===== src/design/mmu_pkg.sv =====
// shared widths, enums and constants of the Sv32 MMU; every RTL module imports this package
package mmu_pkg;

    // datapath widths
    localparam int XLEN  = 32;
    localparam int VPN_W = 10;
    localparam int PPN_W = 20;

    // access kind of a request, also selects the TLB
    typedef enum logic [1:0] {
        ACC_NONE  = 2'd0,
        ACC_CODE  = 2'd1,
        ACC_READ  = 2'd2,
        ACC_WRITE = 2'd3
    } access_t;

    typedef enum logic [1:0] {
        PRIV_U = 2'd0,
        PRIV_S = 2'd1,
        PRIV_M = 2'd3
    } priv_t;

    // page walker FSM
    typedef enum logic [2:0] {
        WS_IDLE    = 3'd0,
        WS_L1_READ = 3'd1,
        WS_L1_WAIT = 3'd2,
        WS_L0_READ = 3'd3,
        WS_L0_WAIT = 3'd4,
        WS_DECIDE  = 3'd5,
        WS_UPDATE  = 3'd6,
        WS_HIT     = 3'd7
    } walk_state_t;

    // page-table entry bits
    localparam int PTE_V = 0;
    localparam int PTE_R = 1;
    localparam int PTE_W = 2;
    localparam int PTE_X = 3;
    localparam int PTE_U = 4;
    localparam int PTE_A = 6;
    localparam int PTE_D = 7;

    // page-fault causes, as in mcause
    localparam logic [XLEN-1:0] CAUSE_FETCH_PF = 32'd12;
    localparam logic [XLEN-1:0] CAUSE_LOAD_PF  = 32'd13;
    localparam logic [XLEN-1:0] CAUSE_STORE_PF = 32'd15;

endpackage


===== src/design/sv32_tlb.sv =====
// direct-mapped TLB for one access kind; combinational lookup, filled by the page walker
`timescale 1ns/1ps

module sv32_tlb
    import mmu_pkg::*;
#(
    parameter int TLB_ENTRIES = 4
) (
    input  logic               CLK,
    input  logic               i_rst_n,
    input  logic               i_flush,
    input  logic               i_fill,
    input  logic [2*VPN_W-1:0] i_lookup_vpn,
    input  logic [2*VPN_W-1:0] i_fill_vpn,
    input  logic [PPN_W-1:0]   i_fill_ppn,
    output logic               o_hit,
    output logic [PPN_W-1:0]   o_ppn
);

    localparam int IDX_W = $clog2(TLB_ENTRIES);
    localparam int TAG_W = 2*VPN_W - IDX_W;

    logic [TLB_ENTRIES-1:0] valid;
    logic [TAG_W-1:0]       tag_mem [TLB_ENTRIES];
    logic [PPN_W-1:0]       ppn_mem [TLB_ENTRIES];

    logic [IDX_W-1:0]       lk_idx;
    logic [TAG_W-1:0]       lk_tag;
    logic [IDX_W-1:0]       fl_idx;
    logic [TAG_W-1:0]       fl_tag;

    // low vpn bits index, the rest is the tag
    assign lk_idx = i_lookup_vpn[IDX_W-1:0];
    assign lk_tag = i_lookup_vpn[2*VPN_W-1:IDX_W];
    assign fl_idx = i_fill_vpn[IDX_W-1:0];
    assign fl_tag = i_fill_vpn[2*VPN_W-1:IDX_W];

    assign o_hit = valid[lk_idx] && (tag_mem[lk_idx] == lk_tag);
    assign o_ppn = ppn_mem[lk_idx];

    always_ff @(posedge CLK or negedge i_rst_n) begin
        if (!i_rst_n) begin
            valid <= '0;
        end else if (i_flush) begin
            valid <= '0;
        end else if (i_fill) begin
            valid[fl_idx] <= 1'b1;
        end
    end

    // entry contents
    always_ff @(posedge CLK) begin
        if (i_fill) begin
            tag_mem[fl_idx] <= fl_tag;
            ppn_mem[fl_idx] <= i_fill_ppn;
        end
    end

    // walker fills only while busy, flush arrives only while it is idle
    a_no_fill_on_flush: assert property (
        @(posedge CLK) disable iff (!i_rst_n) !(i_fill && i_flush)
    ) else $error("tlb fill and flush in the same cycle");

endmodule


===== src/design/pte_check.sv =====
// combinational decode of one Sv32 page-table entry against the current access
`timescale 1ns/1ps

module pte_check
    import mmu_pkg::*;
(
    input  logic [XLEN-1:0] i_pte,
    input  access_t         i_acc,
    input  priv_t           i_priv,
    input  logic            i_sum,
    input  logic            i_mxr,
    output logic            o_valid,
    output logic            o_leaf,
    output logic            o_ok,
    output logic            o_need_update,
    output logic [XLEN-1:0] o_pte_upd
);

    logic [2:0] xwr;
    logic [2:0] xwr_eff;
    logic       perm_hit;
    logic       bad_encoding;
    logic       priv_fault;

    // bit 0 read, bit 1 write, bit 2 execute
    assign xwr = i_pte[PTE_X:PTE_R];
    // MXR lets an executable page be read
    assign xwr_eff = {xwr[2], xwr[1], xwr[0] | (i_mxr & xwr[2])};

    assign o_valid = i_pte[PTE_V];
    assign o_leaf  = (xwr != 3'b000);

    always_comb begin
        case (i_acc)
            ACC_CODE:  perm_hit = xwr_eff[2];
            ACC_READ:  perm_hit = xwr_eff[0];
            ACC_WRITE: perm_hit = xwr_eff[1];
            default:   perm_hit = 1'b0;
        endcase
    end

    // write without read is a reserved encoding
    assign bad_encoding = xwr[1] && !xwr[0];

    // S mode never fetches from a user page, SUM only opens loads and stores
    always_comb begin
        case (i_priv)
            PRIV_U:  priv_fault = !i_pte[PTE_U];
            PRIV_S:  priv_fault = i_pte[PTE_U] && (!i_sum || i_acc == ACC_CODE);
            default: priv_fault = 1'b0;
        endcase
    end

    assign o_ok = perm_hit && !bad_encoding && !priv_fault;

    // accessed always, dirty on a store
    always_comb begin
        o_pte_upd = i_pte;
        o_pte_upd[PTE_A] = 1'b1;
        if (i_acc == ACC_WRITE) begin
            o_pte_upd[PTE_D] = 1'b1;
        end
    end

    assign o_need_update = (o_pte_upd != i_pte);

endmodule


===== src/design/page_walker.sv =====
// Sv32 walk FSM; answers TLB hits, reads both PTE levels, writes back A/D and fills the TLB
`timescale 1ns/1ps

module page_walker
    import mmu_pkg::*;
(
    input  logic             CLK,
    input  logic             i_rst_n,
    input  logic             i_start,
    input  access_t          i_acc,
    input  logic [XLEN-1:0]  i_vaddr,
    input  logic [PPN_W-1:0] i_root_ppn,
    input  logic             i_tlb_hit,
    input  logic [PPN_W-1:0] i_tlb_ppn,
    input  logic [XLEN-1:0]  i_mem_rdata,
    input  logic             i_l1_valid,
    input  logic             i_l1_leaf,
    input  logic             i_l1_ok,
    input  logic             i_l1_need_update,
    input  logic [XLEN-1:0]  i_l1_pte_upd,
    input  logic             i_l0_valid,
    input  logic             i_l0_leaf,
    input  logic             i_l0_ok,
    input  logic             i_l0_need_update,
    input  logic [XLEN-1:0]  i_l0_pte_upd,
    output logic [XLEN-1:0]  o_l1_pte,
    output logic [XLEN-1:0]  o_l0_pte,
    output logic             o_fill,
    output logic [PPN_W-1:0] o_fill_ppn,
    output logic             o_mem_re,
    output logic             o_mem_we,
    output logic [XLEN-1:0]  o_mem_addr,
    output logic [XLEN-1:0]  o_mem_wdata,
    output logic             o_done,
    output logic [XLEN-1:0]  o_paddr,
    output logic             o_fault,
    output logic [XLEN-1:0]  o_cause
);

    walk_state_t      state;
    logic             at_l0;
    logic             done_q;
    logic             fault_q;
    logic [XLEN-1:0]  paddr_q;
    logic [XLEN-1:0]  l1_pte_q;
    logic [XLEN-1:0]  l0_pte_q;

    logic [VPN_W-1:0] vpn1;
    logic [VPN_W-1:0] vpn0;
    logic [XLEN-1:0]  l1_addr;
    logic [XLEN-1:0]  l0_addr;
    logic [XLEN-1:0]  walk_paddr;
    logic             walk_ok;
    logic             need_wb;
    logic [XLEN-1:0]  fault_cause;

    assign vpn1 = i_vaddr[31:22];
    assign vpn0 = i_vaddr[21:12];
    assign l1_addr = {i_root_ppn, vpn1, 2'b00};
    assign l0_addr = {l1_pte_q[29:10], vpn0, 2'b00};

    // level-1 entry is checked straight off the bus while it arrives
    assign o_l1_pte = (state == WS_L1_WAIT) ? i_mem_rdata : l1_pte_q;
    assign o_l0_pte = l0_pte_q;

    // a superpage also needs its low PPN field clear
    assign walk_ok = at_l0 ? (i_l0_valid && i_l0_leaf && i_l0_ok)
                           : (i_l1_valid && i_l1_leaf && i_l1_ok && l1_pte_q[19:10] == '0);
    assign walk_paddr = at_l0 ? {l0_pte_q[29:10], i_vaddr[11:0]}
                              : {l1_pte_q[29:20], i_vaddr[21:0]};
    assign need_wb = at_l0 ? i_l0_need_update : i_l1_need_update;

    // TLB keeps 4 KiB pages, superpages included
    assign o_fill     = (state == WS_DECIDE) && walk_ok;
    assign o_fill_ppn = walk_paddr[31:12];

    always_ff @(posedge CLK or negedge i_rst_n) begin
        if (!i_rst_n) begin
            state   <= WS_IDLE;
            at_l0   <= 1'b0;
            fault_q <= 1'b0;
            done_q  <= 1'b0;
        end else begin
            done_q <= (state == WS_HIT);
            case (state)
                WS_IDLE: begin
                    if (i_start) begin
                        at_l0   <= 1'b0;
                        fault_q <= 1'b0;
                        state   <= i_tlb_hit ? WS_HIT : WS_L1_READ;
                    end
                end
                WS_L1_READ: state <= WS_L1_WAIT;
                WS_L1_WAIT: begin
                    // valid non-leaf points to the next level
                    if (i_l1_valid && !i_l1_leaf) begin
                        at_l0 <= 1'b1;
                        state <= WS_L0_READ;
                    end else begin
                        state <= WS_DECIDE;
                    end
                end
                WS_L0_READ: state <= WS_L0_WAIT;
                WS_L0_WAIT: state <= WS_DECIDE;
                WS_DECIDE: begin
                    fault_q <= !walk_ok;
                    state   <= (walk_ok && need_wb) ? WS_UPDATE : WS_HIT;
                end
                WS_UPDATE: state <= WS_HIT;
                WS_HIT:    state <= WS_IDLE;
            endcase
        end
    end

    // entries and result address
    always_ff @(posedge CLK) begin
        case (state)
            WS_IDLE:    paddr_q <= {i_tlb_ppn, i_vaddr[11:0]};
            WS_L1_WAIT: l1_pte_q <= i_mem_rdata;
            WS_L0_WAIT: l0_pte_q <= i_mem_rdata;
            WS_DECIDE:  paddr_q <= walk_ok ? walk_paddr : '0;
            default:    ;
        endcase
    end

    always_comb begin
        o_mem_re   = 1'b0;
        o_mem_we   = 1'b0;
        o_mem_addr = '0;
        case (state)
            WS_L1_READ: begin
                o_mem_re   = 1'b1;
                o_mem_addr = l1_addr;
            end
            WS_L0_READ: begin
                o_mem_re   = 1'b1;
                o_mem_addr = l0_addr;
            end
            WS_UPDATE: begin
                o_mem_we   = 1'b1;
                o_mem_addr = at_l0 ? l0_addr : l1_addr;
            end
            default: ;
        endcase
    end

    assign o_mem_wdata = at_l0 ? i_l0_pte_upd : i_l1_pte_upd;

    always_comb begin
        case (i_acc)
            ACC_CODE:  fault_cause = CAUSE_FETCH_PF;
            ACC_WRITE: fault_cause = CAUSE_STORE_PF;
            default:   fault_cause = CAUSE_LOAD_PF;
        endcase
    end

    assign o_done  = done_q;
    assign o_paddr = paddr_q;
    assign o_fault = done_q && fault_q;
    assign o_cause = o_fault ? fault_cause : '0;

    a_mem_strobes: assert property (
        @(posedge CLK) disable iff (!i_rst_n) !(o_mem_re && o_mem_we)
    ) else $error("memory read and write strobes overlap");

    a_done_pulse: assert property (
        @(posedge CLK) disable iff (!i_rst_n) o_done |=> !o_done
    ) else $error("o_done held longer than one cycle");

endmodule


===== src/design/sv32_mmu.sv =====
// Sv32 MMU top level; bypass path, per-access TLBs, PTE checkers and page walker
`timescale 1ns/1ps

module sv32_mmu
    import mmu_pkg::*;
#(
    parameter int TLB_ENTRIES = 4
) (
    input  logic            CLK,
    input  logic            i_rst_n,
    input  logic            i_req,
    input  access_t         i_acc,
    input  logic [XLEN-1:0] i_vaddr,
    input  priv_t           i_priv,
    input  logic [XLEN-1:0] i_satp,
    input  logic            i_sum,
    input  logic            i_mxr,
    input  logic            i_flush,
    input  logic [XLEN-1:0] i_mem_rdata,
    output logic            o_done,
    output logic [XLEN-1:0] o_paddr,
    output logic            o_fault,
    output logic [XLEN-1:0] o_cause,
    output logic            o_mem_re,
    output logic            o_mem_we,
    output logic [XLEN-1:0] o_mem_addr,
    output logic [XLEN-1:0] o_mem_wdata
);

    logic             busy;
    logic             accept;
    logic             bypass;
    logic             walk_start;
    logic             byp_done;
    logic [XLEN-1:0]  byp_paddr;

    logic             hit_code;
    logic             hit_load;
    logic             hit_store;
    logic [PPN_W-1:0] ppn_code;
    logic [PPN_W-1:0] ppn_load;
    logic [PPN_W-1:0] ppn_store;
    logic             sel_hit;
    logic [PPN_W-1:0] sel_ppn;

    logic             w_fill;
    logic [PPN_W-1:0] w_fill_ppn;
    logic             w_done;
    logic [XLEN-1:0]  w_paddr;
    logic             w_fault;
    logic [XLEN-1:0]  w_cause;

    logic [XLEN-1:0]  l1_pte;
    logic [XLEN-1:0]  l0_pte;
    logic             l1_valid;
    logic             l1_leaf;
    logic             l1_ok;
    logic             l1_need_update;
    logic [XLEN-1:0]  l1_pte_upd;
    logic             l0_valid;
    logic             l0_leaf;
    logic             l0_ok;
    logic             l0_need_update;
    logic [XLEN-1:0]  l0_pte_upd;

    // no translation in M mode, with satp off, or without an access kind
    assign bypass     = (i_priv == PRIV_M) || !i_satp[31] || (i_acc == ACC_NONE);
    assign accept     = i_req && !busy;
    assign walk_start = accept && !bypass;

    always_ff @(posedge CLK or negedge i_rst_n) begin
        if (!i_rst_n) begin
            busy     <= 1'b0;
            byp_done <= 1'b0;
        end else begin
            byp_done <= accept && bypass;
            if (accept) begin
                busy <= 1'b1;
            end else if (o_done) begin
                busy <= 1'b0;
            end
        end
    end

    always_ff @(posedge CLK) begin
        byp_paddr <= i_vaddr;
    end

    always_comb begin
        case (i_acc)
            ACC_CODE: begin
                sel_hit = hit_code;
                sel_ppn = ppn_code;
            end
            ACC_READ: begin
                sel_hit = hit_load;
                sel_ppn = ppn_load;
            end
            ACC_WRITE: begin
                sel_hit = hit_store;
                sel_ppn = ppn_store;
            end
            default: begin
                sel_hit = 1'b0;
                sel_ppn = '0;
            end
        endcase
    end

    sv32_tlb #(.TLB_ENTRIES(TLB_ENTRIES)) u_tlb_code (
        .CLK(CLK), .i_rst_n(i_rst_n), .i_flush(i_flush),
        .i_fill(w_fill && i_acc == ACC_CODE),
        .i_lookup_vpn(i_vaddr[31:12]), .i_fill_vpn(i_vaddr[31:12]), .i_fill_ppn(w_fill_ppn),
        .o_hit(hit_code), .o_ppn(ppn_code)
    );

    sv32_tlb #(.TLB_ENTRIES(TLB_ENTRIES)) u_tlb_load (
        .CLK(CLK), .i_rst_n(i_rst_n), .i_flush(i_flush),
        .i_fill(w_fill && i_acc == ACC_READ),
        .i_lookup_vpn(i_vaddr[31:12]), .i_fill_vpn(i_vaddr[31:12]), .i_fill_ppn(w_fill_ppn),
        .o_hit(hit_load), .o_ppn(ppn_load)
    );

    sv32_tlb #(.TLB_ENTRIES(TLB_ENTRIES)) u_tlb_store (
        .CLK(CLK), .i_rst_n(i_rst_n), .i_flush(i_flush),
        .i_fill(w_fill && i_acc == ACC_WRITE),
        .i_lookup_vpn(i_vaddr[31:12]), .i_fill_vpn(i_vaddr[31:12]), .i_fill_ppn(w_fill_ppn),
        .o_hit(hit_store), .o_ppn(ppn_store)
    );

    pte_check u_chk_l1 (
        .i_pte(l1_pte), .i_acc(i_acc), .i_priv(i_priv), .i_sum(i_sum), .i_mxr(i_mxr),
        .o_valid(l1_valid), .o_leaf(l1_leaf), .o_ok(l1_ok),
        .o_need_update(l1_need_update), .o_pte_upd(l1_pte_upd)
    );

    pte_check u_chk_l0 (
        .i_pte(l0_pte), .i_acc(i_acc), .i_priv(i_priv), .i_sum(i_sum), .i_mxr(i_mxr),
        .o_valid(l0_valid), .o_leaf(l0_leaf), .o_ok(l0_ok),
        .o_need_update(l0_need_update), .o_pte_upd(l0_pte_upd)
    );

    page_walker u_walker (
        .CLK(CLK), .i_rst_n(i_rst_n), .i_start(walk_start), .i_acc(i_acc),
        .i_vaddr(i_vaddr), .i_root_ppn(i_satp[PPN_W-1:0]),
        .i_tlb_hit(sel_hit), .i_tlb_ppn(sel_ppn), .i_mem_rdata(i_mem_rdata),
        .i_l1_valid(l1_valid), .i_l1_leaf(l1_leaf), .i_l1_ok(l1_ok),
        .i_l1_need_update(l1_need_update), .i_l1_pte_upd(l1_pte_upd),
        .i_l0_valid(l0_valid), .i_l0_leaf(l0_leaf), .i_l0_ok(l0_ok),
        .i_l0_need_update(l0_need_update), .i_l0_pte_upd(l0_pte_upd),
        .o_l1_pte(l1_pte), .o_l0_pte(l0_pte), .o_fill(w_fill), .o_fill_ppn(w_fill_ppn),
        .o_mem_re(o_mem_re), .o_mem_we(o_mem_we),
        .o_mem_addr(o_mem_addr), .o_mem_wdata(o_mem_wdata),
        .o_done(w_done), .o_paddr(w_paddr), .o_fault(w_fault), .o_cause(w_cause)
    );

    // bypass never faults
    assign o_done  = byp_done || w_done;
    assign o_paddr = byp_done ? byp_paddr : w_paddr;
    assign o_fault = w_fault;
    assign o_cause = w_cause;

endmodule


===== config.mk =====
export PLATFORM = sky130hd
export DESIGN_NAME = sv32_mmu
export DESIGN_NICKNAME = d
export VERILOG_FILES = /design/src/design/mmu_pkg.sv /design/src/design/sv32_tlb.sv /design/src/design/pte_check.sv /design/src/design/page_walker.sv /design/src/design/sv32_mmu.sv
export SDC_FILE = /design/constraint.sdc
export NUM_CORES = 1
export LEC_CHECK = 0
export BUFFER_PORTS_ARGS = -buffer_cell sky130_fd_sc_hd__buf_4
export CAP_MARGIN = 30
export CELL_PAD_IN_SITES_DETAIL_PLACEMENT = 1
export CELL_PAD_IN_SITES_GLOBAL_PLACEMENT = 1
export CORE_ASPECT_RATIO = 0.6
export CORE_UTILIZATION = 34
export DETAILED_ROUTE_END_ITERATION = 12
export PLACE_DENSITY = 0.6
export SYNTH_ARGS = -nofsm -noshare
export SYNTH_HDL_FRONTEND = slang
export SYNTH_SLANG_ARGS = --single-unit

===== constraint.sdc =====
create_clock -name CLK -period 6.9 [get_ports CLK]
set_input_delay 0.345 -clock CLK [delete_from_list [all_inputs] [get_ports CLK]]
set_output_delay 0.345 -clock CLK [all_outputs]
set_load 0.02 [all_outputs]

Word-level counts from Yosys, hierarchy flattened
Memories as Yosys holds them, arrays and structs flattened.
Index checks and enable logic that the tools add are counted.
{"block": "totals", "ff_bits": 148, "ram_bits": 456, "input_bits": 106, "out_inout_bits": 132, "elab_cells": 160, "mem_count": 6}
{"memory": "u_tlb_code.ppn_mem", "depth": 4, "width": 20, "read_ports": 1, "rd_clocked_by_memory_dff": 0, "wr": 1, "line": "sv32_tlb.sv:25", "text": "logic [PPN_W-1:0] ppn_mem [TLB_ENTRIES];"}
{"memory": "u_tlb_load.ppn_mem", "depth": 4, "width": 20, "read_ports": 1, "rd_clocked_by_memory_dff": 0, "wr": 1, "line": "sv32_tlb.sv:25"}
{"memory": "u_tlb_store.ppn_mem", "depth": 4, "width": 20, "read_ports": 1, "rd_clocked_by_memory_dff": 0, "wr": 1, "line": "sv32_tlb.sv:25"}
{"memory": "u_tlb_code.tag_mem", "depth": 4, "width": 18, "read_ports": 1, "rd_clocked_by_memory_dff": 0, "wr": 1, "line": "sv32_tlb.sv:24", "text": "logic [TAG_W-1:0] tag_mem [TLB_ENTRIES];"}
{"memory": "u_tlb_load.tag_mem", "depth": 4, "width": 18, "read_ports": 1, "rd_clocked_by_memory_dff": 0, "wr": 1, "line": "sv32_tlb.sv:24"}
{"memory": "u_tlb_store.tag_mem", "depth": 4, "width": 18, "read_ports": 1, "rd_clocked_by_memory_dff": 0, "wr": 1, "line": "sv32_tlb.sv:24"}
{"block": "classes", "magnitude_cmp": 2, "n_eq_ne": 19, "mux": 53, "n_bitwise": 7, "reduce_logical": 60}
{"op": "two-way mux 32 bit", "n": 6}
{"op": "one-hot mux 32 bit (3 select lines)", "n": 1}
{"op": "one-hot mux 32 bit (2 select lines)", "n": 1}
{"op": "one-hot mux 20 bit (3 select lines)", "n": 1}
{"op": "equality test 18 bit", "n": 3}
{"op": "two-way mux 4 bit", "n": 7}
{"op": "logical AND 1 bit", "n": 27}
{"op": "one-hot mux 3 bit (8 select lines)", "n": 1}
{"op": "two-way mux 1 bit", "n": 21}
{"op": "logical NOT 1 bit", "n": 14}
{"op": "equality test 3 bit (second input constant)", "n": 4}
{"op": "bitwise OR 4 bit", "n": 3}
{"op": "nonzero test 2 bit", "n": 6}
{"op": "logical NOT 10 bit", "n": 1}
{"op": "two-way mux 3 bit", "n": 3}
{"op": "one-hot mux 1 bit (3 select lines)", "n": 3}
{"op": "one-hot mux 1 bit (2 select lines)", "n": 4}
{"op": "binary-select mux 1 bit (select 2 bit)", "n": 3}
{"op": "equality test 2 bit (second input constant)", "n": 3}
{"op": "equality test 3 x 2 -> 1 bit (second input constant)", "n": 2}
{"op": "nonzero test 3 bit", "n": 2}
{"op": "equality test 2 x 1 -> 1 bit (second input constant)", "n": 2}
{"op": "logical NOT 2 bit", "n": 2}
{"op": "logical OR 1 bit", "n": 4}
{"op": "other kinds (14)", "n": 17}

Depth between registers and ports, before layout
{"block": "logic_depth", "ltp_word": 14, "depth_mapped": 11}

Hierarchy
From an unflattened synthesis, not the netlist that was laid out.
{"block": "unflattened", "hier_cells": 1331, "area_unflattened_um2": 25079.1}
{"mod": "sv32_tlb", "n_inst": 3, "cells_per_inst": 241, "area_per_inst_um2": 5873.1, "seq_area_each_um2": 4664.5}
{"mod": "page_walker", "n_inst": 1, "cells_per_inst": 380, "area_per_inst_um2": 5093.6, "seq_area_each_um2": 2712.6}
{"mod": "sv32_mmu", "n_inst": 1, "cells_per_inst": 132, "area_per_inst_um2": 1692.9, "seq_area_each_um2": 690.7}
{"mod": "pte_check", "n_inst": 2, "cells_per_inst": 48, "area_per_inst_um2": 336.6, "seq_area_each_um2": 0.0}

Worst setup path before layout
No wires, ideal clock.
{"block": "synth_path", "path_type": "reg2reg", "from": "register u_walker.state[1]", "to": "memory u_tlb_code.ppn_mem[0][0], enable pin", "setup_time_ns": 0.542, "t_arrival_ns": 5.957, "required_time_ns": 6.358, "path_slack_ns": 0.401, "path_stages_with_launch": 10, "path_buffers": 2, "cell_sequence": "dfrtp_1 buf_4 nor3b_4 mux2_2 mux2i_1 nor2_1 o31a_1 buf_2 nor2_1 nor4b_1"}
{"element": "start, declared", "line": "page_walker.sv:40", "text": "walk_state_t state;"}
{"element": "start signal, assigned", "line": "page_walker.sv:90", "text": "state <= i_tlb_hit ? WS_HIT : WS_L1_READ;"}
{"element": "start signal, assigned", "line": "page_walker.sv:107", "text": "state <= (walk_ok && need_wb) ? WS_UPDATE : WS_HIT;"}
{"element": "equality test 3 x 2 -> 1 bit (*)", "line": "page_walker.sv:63", "text": "assign o_l1_pte = (state == WS_L1_WAIT) ? i_mem_rdata : l1_pte_q;"}
{"element": "two-way mux 32 bit (*)", "line": "page_walker.sv:63"}
{"element": "named net l1_pte[4]", "line": "sv32_mmu.sv:53", "text": "logic [XLEN-1:0] l1_pte;"}
{"element": "logical AND 1 bit / logical NOT 1 bit (equally long branches)", "line": "pte_check.sv:49, pte_check.sv:48"}
{"element": "one-hot mux 1 bit (2 select lines) (*)", "line": "pte_check.sv:47", "text": "case (i_priv)"}
{"element": "logical NOT 1 bit (*)", "line": "pte_check.sv:54", "text": "assign o_ok = perm_hit && !bad_encoding && !priv_fault;"}
{"element": "logical AND 1 bit (*)", "line": "pte_check.sv:54"}
{"element": "logical AND 1 bit (*) (2 in series)", "line": "page_walker.sv:68", "text": ": (i_l1_valid && i_l1_leaf && i_l1_ok && l1_pte_q[19:10] == '0);"}
{"element": "two-way mux 1 bit (*)", "line": "page_walker.sv:67", "text": "assign walk_ok = at_l0 ? (i_l0_valid && i_l0_leaf && i_l0_ok)"}
{"element": "logical AND 1 bit (*)", "line": "page_walker.sv:74", "text": "assign o_fill = (state == WS_DECIDE) && walk_ok;"}
{"element": "logical AND 1 bit (*)", "line": "sv32_mmu.sv:112", "text": ".i_fill(w_fill && i_acc == ACC_CODE),"}
{"element": "two-way mux 1 bit (*)", "line": "sv32_tlb.sv:53", "text": "if (i_fill) begin"}
{"element": "two-way mux 1 bit (implied by the code) (*)", "line": "sv32_tlb.sv:55", "text": "ppn_mem[fl_idx] <= i_fill_ppn;"}
{"element": "end, declared", "line": "sv32_tlb.sv:25"}
Mark *: on every way through the listed nets, which the timed path passes. The rest lies on a longest branch.

Worst setup path after layout
{"block": "layout_path", "from": "register u_walker.state[1]", "to": "memory u_tlb_load.tag_mem[2][5] (netlist name), enable pin"}
{"element": "equality test 3 x 2 -> 1 bit", "line": "page_walker.sv:63"}
{"element": "two-way mux 32 bit", "line": "page_walker.sv:63"}
{"element": "named net l1_pte[0]", "line": "sv32_mmu.sv:53"}
{"element": "logical AND 1 bit (3 in series)", "line": "page_walker.sv:68"}
{"element": "two-way mux 1 bit", "line": "page_walker.sv:67"}
{"element": "logical AND 1 bit", "line": "page_walker.sv:74"}
{"element": "logical AND 1 bit", "line": "sv32_mmu.sv:119", "text": ".i_fill(w_fill && i_acc == ACC_READ),"}
{"element": "two-way mux 1 bit", "line": "sv32_tlb.sv:53"}
{"element": "two-way mux 1 bit (implied by the code)", "line": "sv32_tlb.sv:54", "text": "tag_mem[fl_idx] <= fl_tag;"}
{"element": "end, declared", "line": "sv32_tlb.sv:24"}
The timed path passes the listed nets, and every way through them passes these cells.

==> run metrics <==
PostCTS Resize Cnt 0; global route overflow 0; critical path's largest stage delay just over 800 ps; crit path DAT approximately 5400 ps; root buffer cell clkbuf_16; Tmin final approximately 5100 ps; Final ANT Viol Nets 0; worst min path class primary input to flop; Synth Flop Type edfxtp_1; Routed WL 65.1 mm; first-pass GRT wire length around 95 mm; TritonCTS buffer count 57; DR WL/cell between 20 and 30 um; most used cell, CP buf_4; Worst Max-Slew Pin Slew about 980 ps; Core ar. roughly 70000 um2; WHS 39.8 ps; clk sinks just over 600; Largest delay share family, worst path simple AND/OR/NAND/NOR gates; Crit Path Class flop to flop; RR Endpoint u_tlb_load.tag_mem[2][5]$_DFFE_PP_; CP Launch Type flop; Async SR Flop Fraction 0.0331; Final Non-Filler Cells roughly 2500; largest area contributor in the netlist edfxtp_1; critical path capture point u_tlb_load.tag_mem[2][5]$_DFFE_PP_; H-tree Lvls 2; fillers 6795; WP depth 10; largest net degree at the start of global routing 72; port buffer count ~200; vias in the first global route approximately 14000; Max Slew Vio Count 0; Clk Latency, worst-skew pair 630 ps; Post-synth EDFFs 520; Longest Clk Path Bufs 3; setup tns final 0 ps; Iter 0 DRT Violations about 890; Peak Freq 0.197 GHz; CP endpoint kind flop; die width about 350 um; share of layout cells above drive strength 1 0.364; Tcrit/Tclk final 0.736; TritonCTS clock tree yes; maximum fanout along the worst path 34; sequential fraction of the synthesis area 0.717; Post-Syn Instances between 1000 and 1500; boundary pin count between 200 and 250; register clock-pin slew on the reported worst setup and hold paths roughly 70 ps; start point of the critical path u_walker.state[1]$_DFFE_PN0P_; critical path required time around 7200 ps; RSZ-0062 raised after global routing no; Vias roughly 13000; GP Congestion between 0.7 and 0.8; Leakage about 0.01 uW; Slew headroom 0.345; Die Ht around 210 um; register bit total from synthesis just over 600; synth warn 0; # DRC 0; Synth Cell Area 24300 um2; top-area cell type share of the netlist area 0.644; initial antenna violation count 2; R2R setup slack between 1500 and 2000 ps; RR Startpoint u_walker.state[1]$_DFFE_PN0P_; post-synth cell types 55; Synth Area per Inst 18.9 um2; die area between 70000 and 80000 um2; worst path cell trace nor3b_4 -> buf_4 -> mux2_4 -> and4bb_1 -> o221ai_1 -> o31a_2 -> buf_4 -> or3_1 -> nor2_4 -> buf_4; max-cap violation count 0; vias per inst approximately 5.2; dpl cells between 2000 and 2500; 1st-pass router iterations 5; top cells by area, synth edfxtp_1 64%, mux4_2 9.7%, mux2_2 6.3%; final net count 1660; Worst VDD drop ~0.00017 V; # setup viols final 0; Clock Skew approximately 22 ps; gr usage total 0.179; Cell Pwr Density between 300 and 400 nW/um2; Post-CTS Hold Fix Bufs 61; std cell rows 75; post-DP HPWL just under 40 mm; slowest stage cell, crit path dfrtp_1; most frequent cell after synthesis edfxtp_1; area delta synth->final 21.0%; status completed; Post-CTS Setup Bufs 0; final hold violations 0; initial core utilization 0.346; R2R depth 10; Commonest cells post-synth 520 x edfxtp_1, 135 x mux2_2, 105 x mux4_2, 64 x dfxtp_1, 40 x buf_4; Bufs and invs on worst path 3
## layer usage
layer	share of wire	GRT usage
met5	0	0
met4	0.013	0.0357
met3	0.049	0.0311
met2	0.45	0.274
met1	0.48	0.267
## worst min path at each step
stage | from | end | slack, ps | cells past startpoint
after global routing | i_vaddr[17] | byp_paddr[17]$_DFF_P_ | 20 | 1
after floorplan | i_rst_n | busy$_DFFE_PN0P_ | 50 | 0
after global placement | i_rst_n | busy$_DFFE_PN0P_ | 250 | 1
after detailed placement | i_rst_n | u_walker.fault_q$_DFFE_PN0P_ | 260 | 1
after CTS | i_vaddr[17] | byp_paddr[17]$_DFF_P_ | 0.6 | 1
final | i_vaddr[17] | byp_paddr[17]$_DFF_P_ | 40 | 1
## cell usage in the layout (no fill, tap or decap), types with 9 or more instances in the layout
master           n
o21a_1           9
edfxtp_1       520
mux4_2         105
o22ai_1         19
mux2i_1         15
o21ai_0          9
clkbuf_16       58
dfxtp_1         64
nor2_1          16
clkinv_2        12
xor2_1          30
a22oi_1         19
nand2_1         38
buf_4          221
dlygate4sd3_1   61
clkbuf_1        13
conb_1          31
and2_1          12
dfrtp_1         18
xnor2_1         25
a22o_1          31
mux2_2         135
## stage by stage
step | util | power, uW | area [um2] | worst slack (ps)
2_1_floorplan | - | 5960 | 24400 | 401
3_3_place_gp | 0.381 | 6920 | 26800 | 1850
3_5_place_dp | 0.382 | 7010 | 26800 | 1790
4_1_cts | 0.418 | 10200 | 29300 | 1770
5_1_grt | 0.418 | 10500 | 29400 | 1570
6_report | 0.418 | 10100 | 29400 | 1820
## worst register-to-register path, stage by stage, from the launching register on
cell      delay (ps)
dfrtp_1          830
nor3b_4          570
buf_4            460
mux2_4           260
and4bb_1         180
o221ai_1         100
o31a_2           300
buf_4            290
or3_1            500
nor2_4           760
buf_4            470
## flip-flops by register name, summed over array words and instances (netlist names)
name / cells
u_walker.fault_q: 1
u_tlb_load.valid: 4
u_tlb_code.valid: 4
u_tlb_store.tag_mem: 72
u_tlb_load.ppn_mem: 80
byp_done: 1
u_walker.o_paddr: 32
u_walker.state: 3
busy: 1
u_tlb_load.tag_mem: 72
u_walker.o_done: 1
u_walker.l1_pte_q: 32
u_tlb_code.ppn_mem: 80
u_tlb_store.valid: 4
u_tlb_code.tag_mem: 72
u_walker.at_l0: 1
u_walker.o_l0_pte: 32
byp_paddr: 32
u_tlb_store.ppn_mem: 80
## cell families (layout without fill, tap and decap cells)
logic type             Yosys count  in the layout  synth area share
AO/OA/AOI/OAI                  116            116            0.0356
buffers and inverters          117            406            0.0255
AND/OR/NAND/NOR                129            129            0.0280
other                            2             33          0.000310
flip-flops                     604            604             0.717
multiplexers                   262            262             0.173
XOR/XNOR                        55             55            0.0199
## report_power, final
group          switching, uW  total [uW]  internal [uW]  leakage (uW)
combinational           1380        2330            950       0.00359
sequential               207        4620           4410       0.00550
clock                   1390        3160           1770      0.000916
total                   2980       10100           7130        0.0100
## area by class of cell
cell class,instances,area (um2),area share
antenna,2,5.00,0.000170
clock buffer,77,1580,0.0539
clock inverter,31,284,0.00968
inverter,8,30.0,0.00102
multi-input combinational,593,6470,0.220
sequential,604,17400,0.593
tap,924,1160,0.0394
timing repair buffer,290,2430,0.0828
No activity file was read; power rests on OpenSTA's default activity.
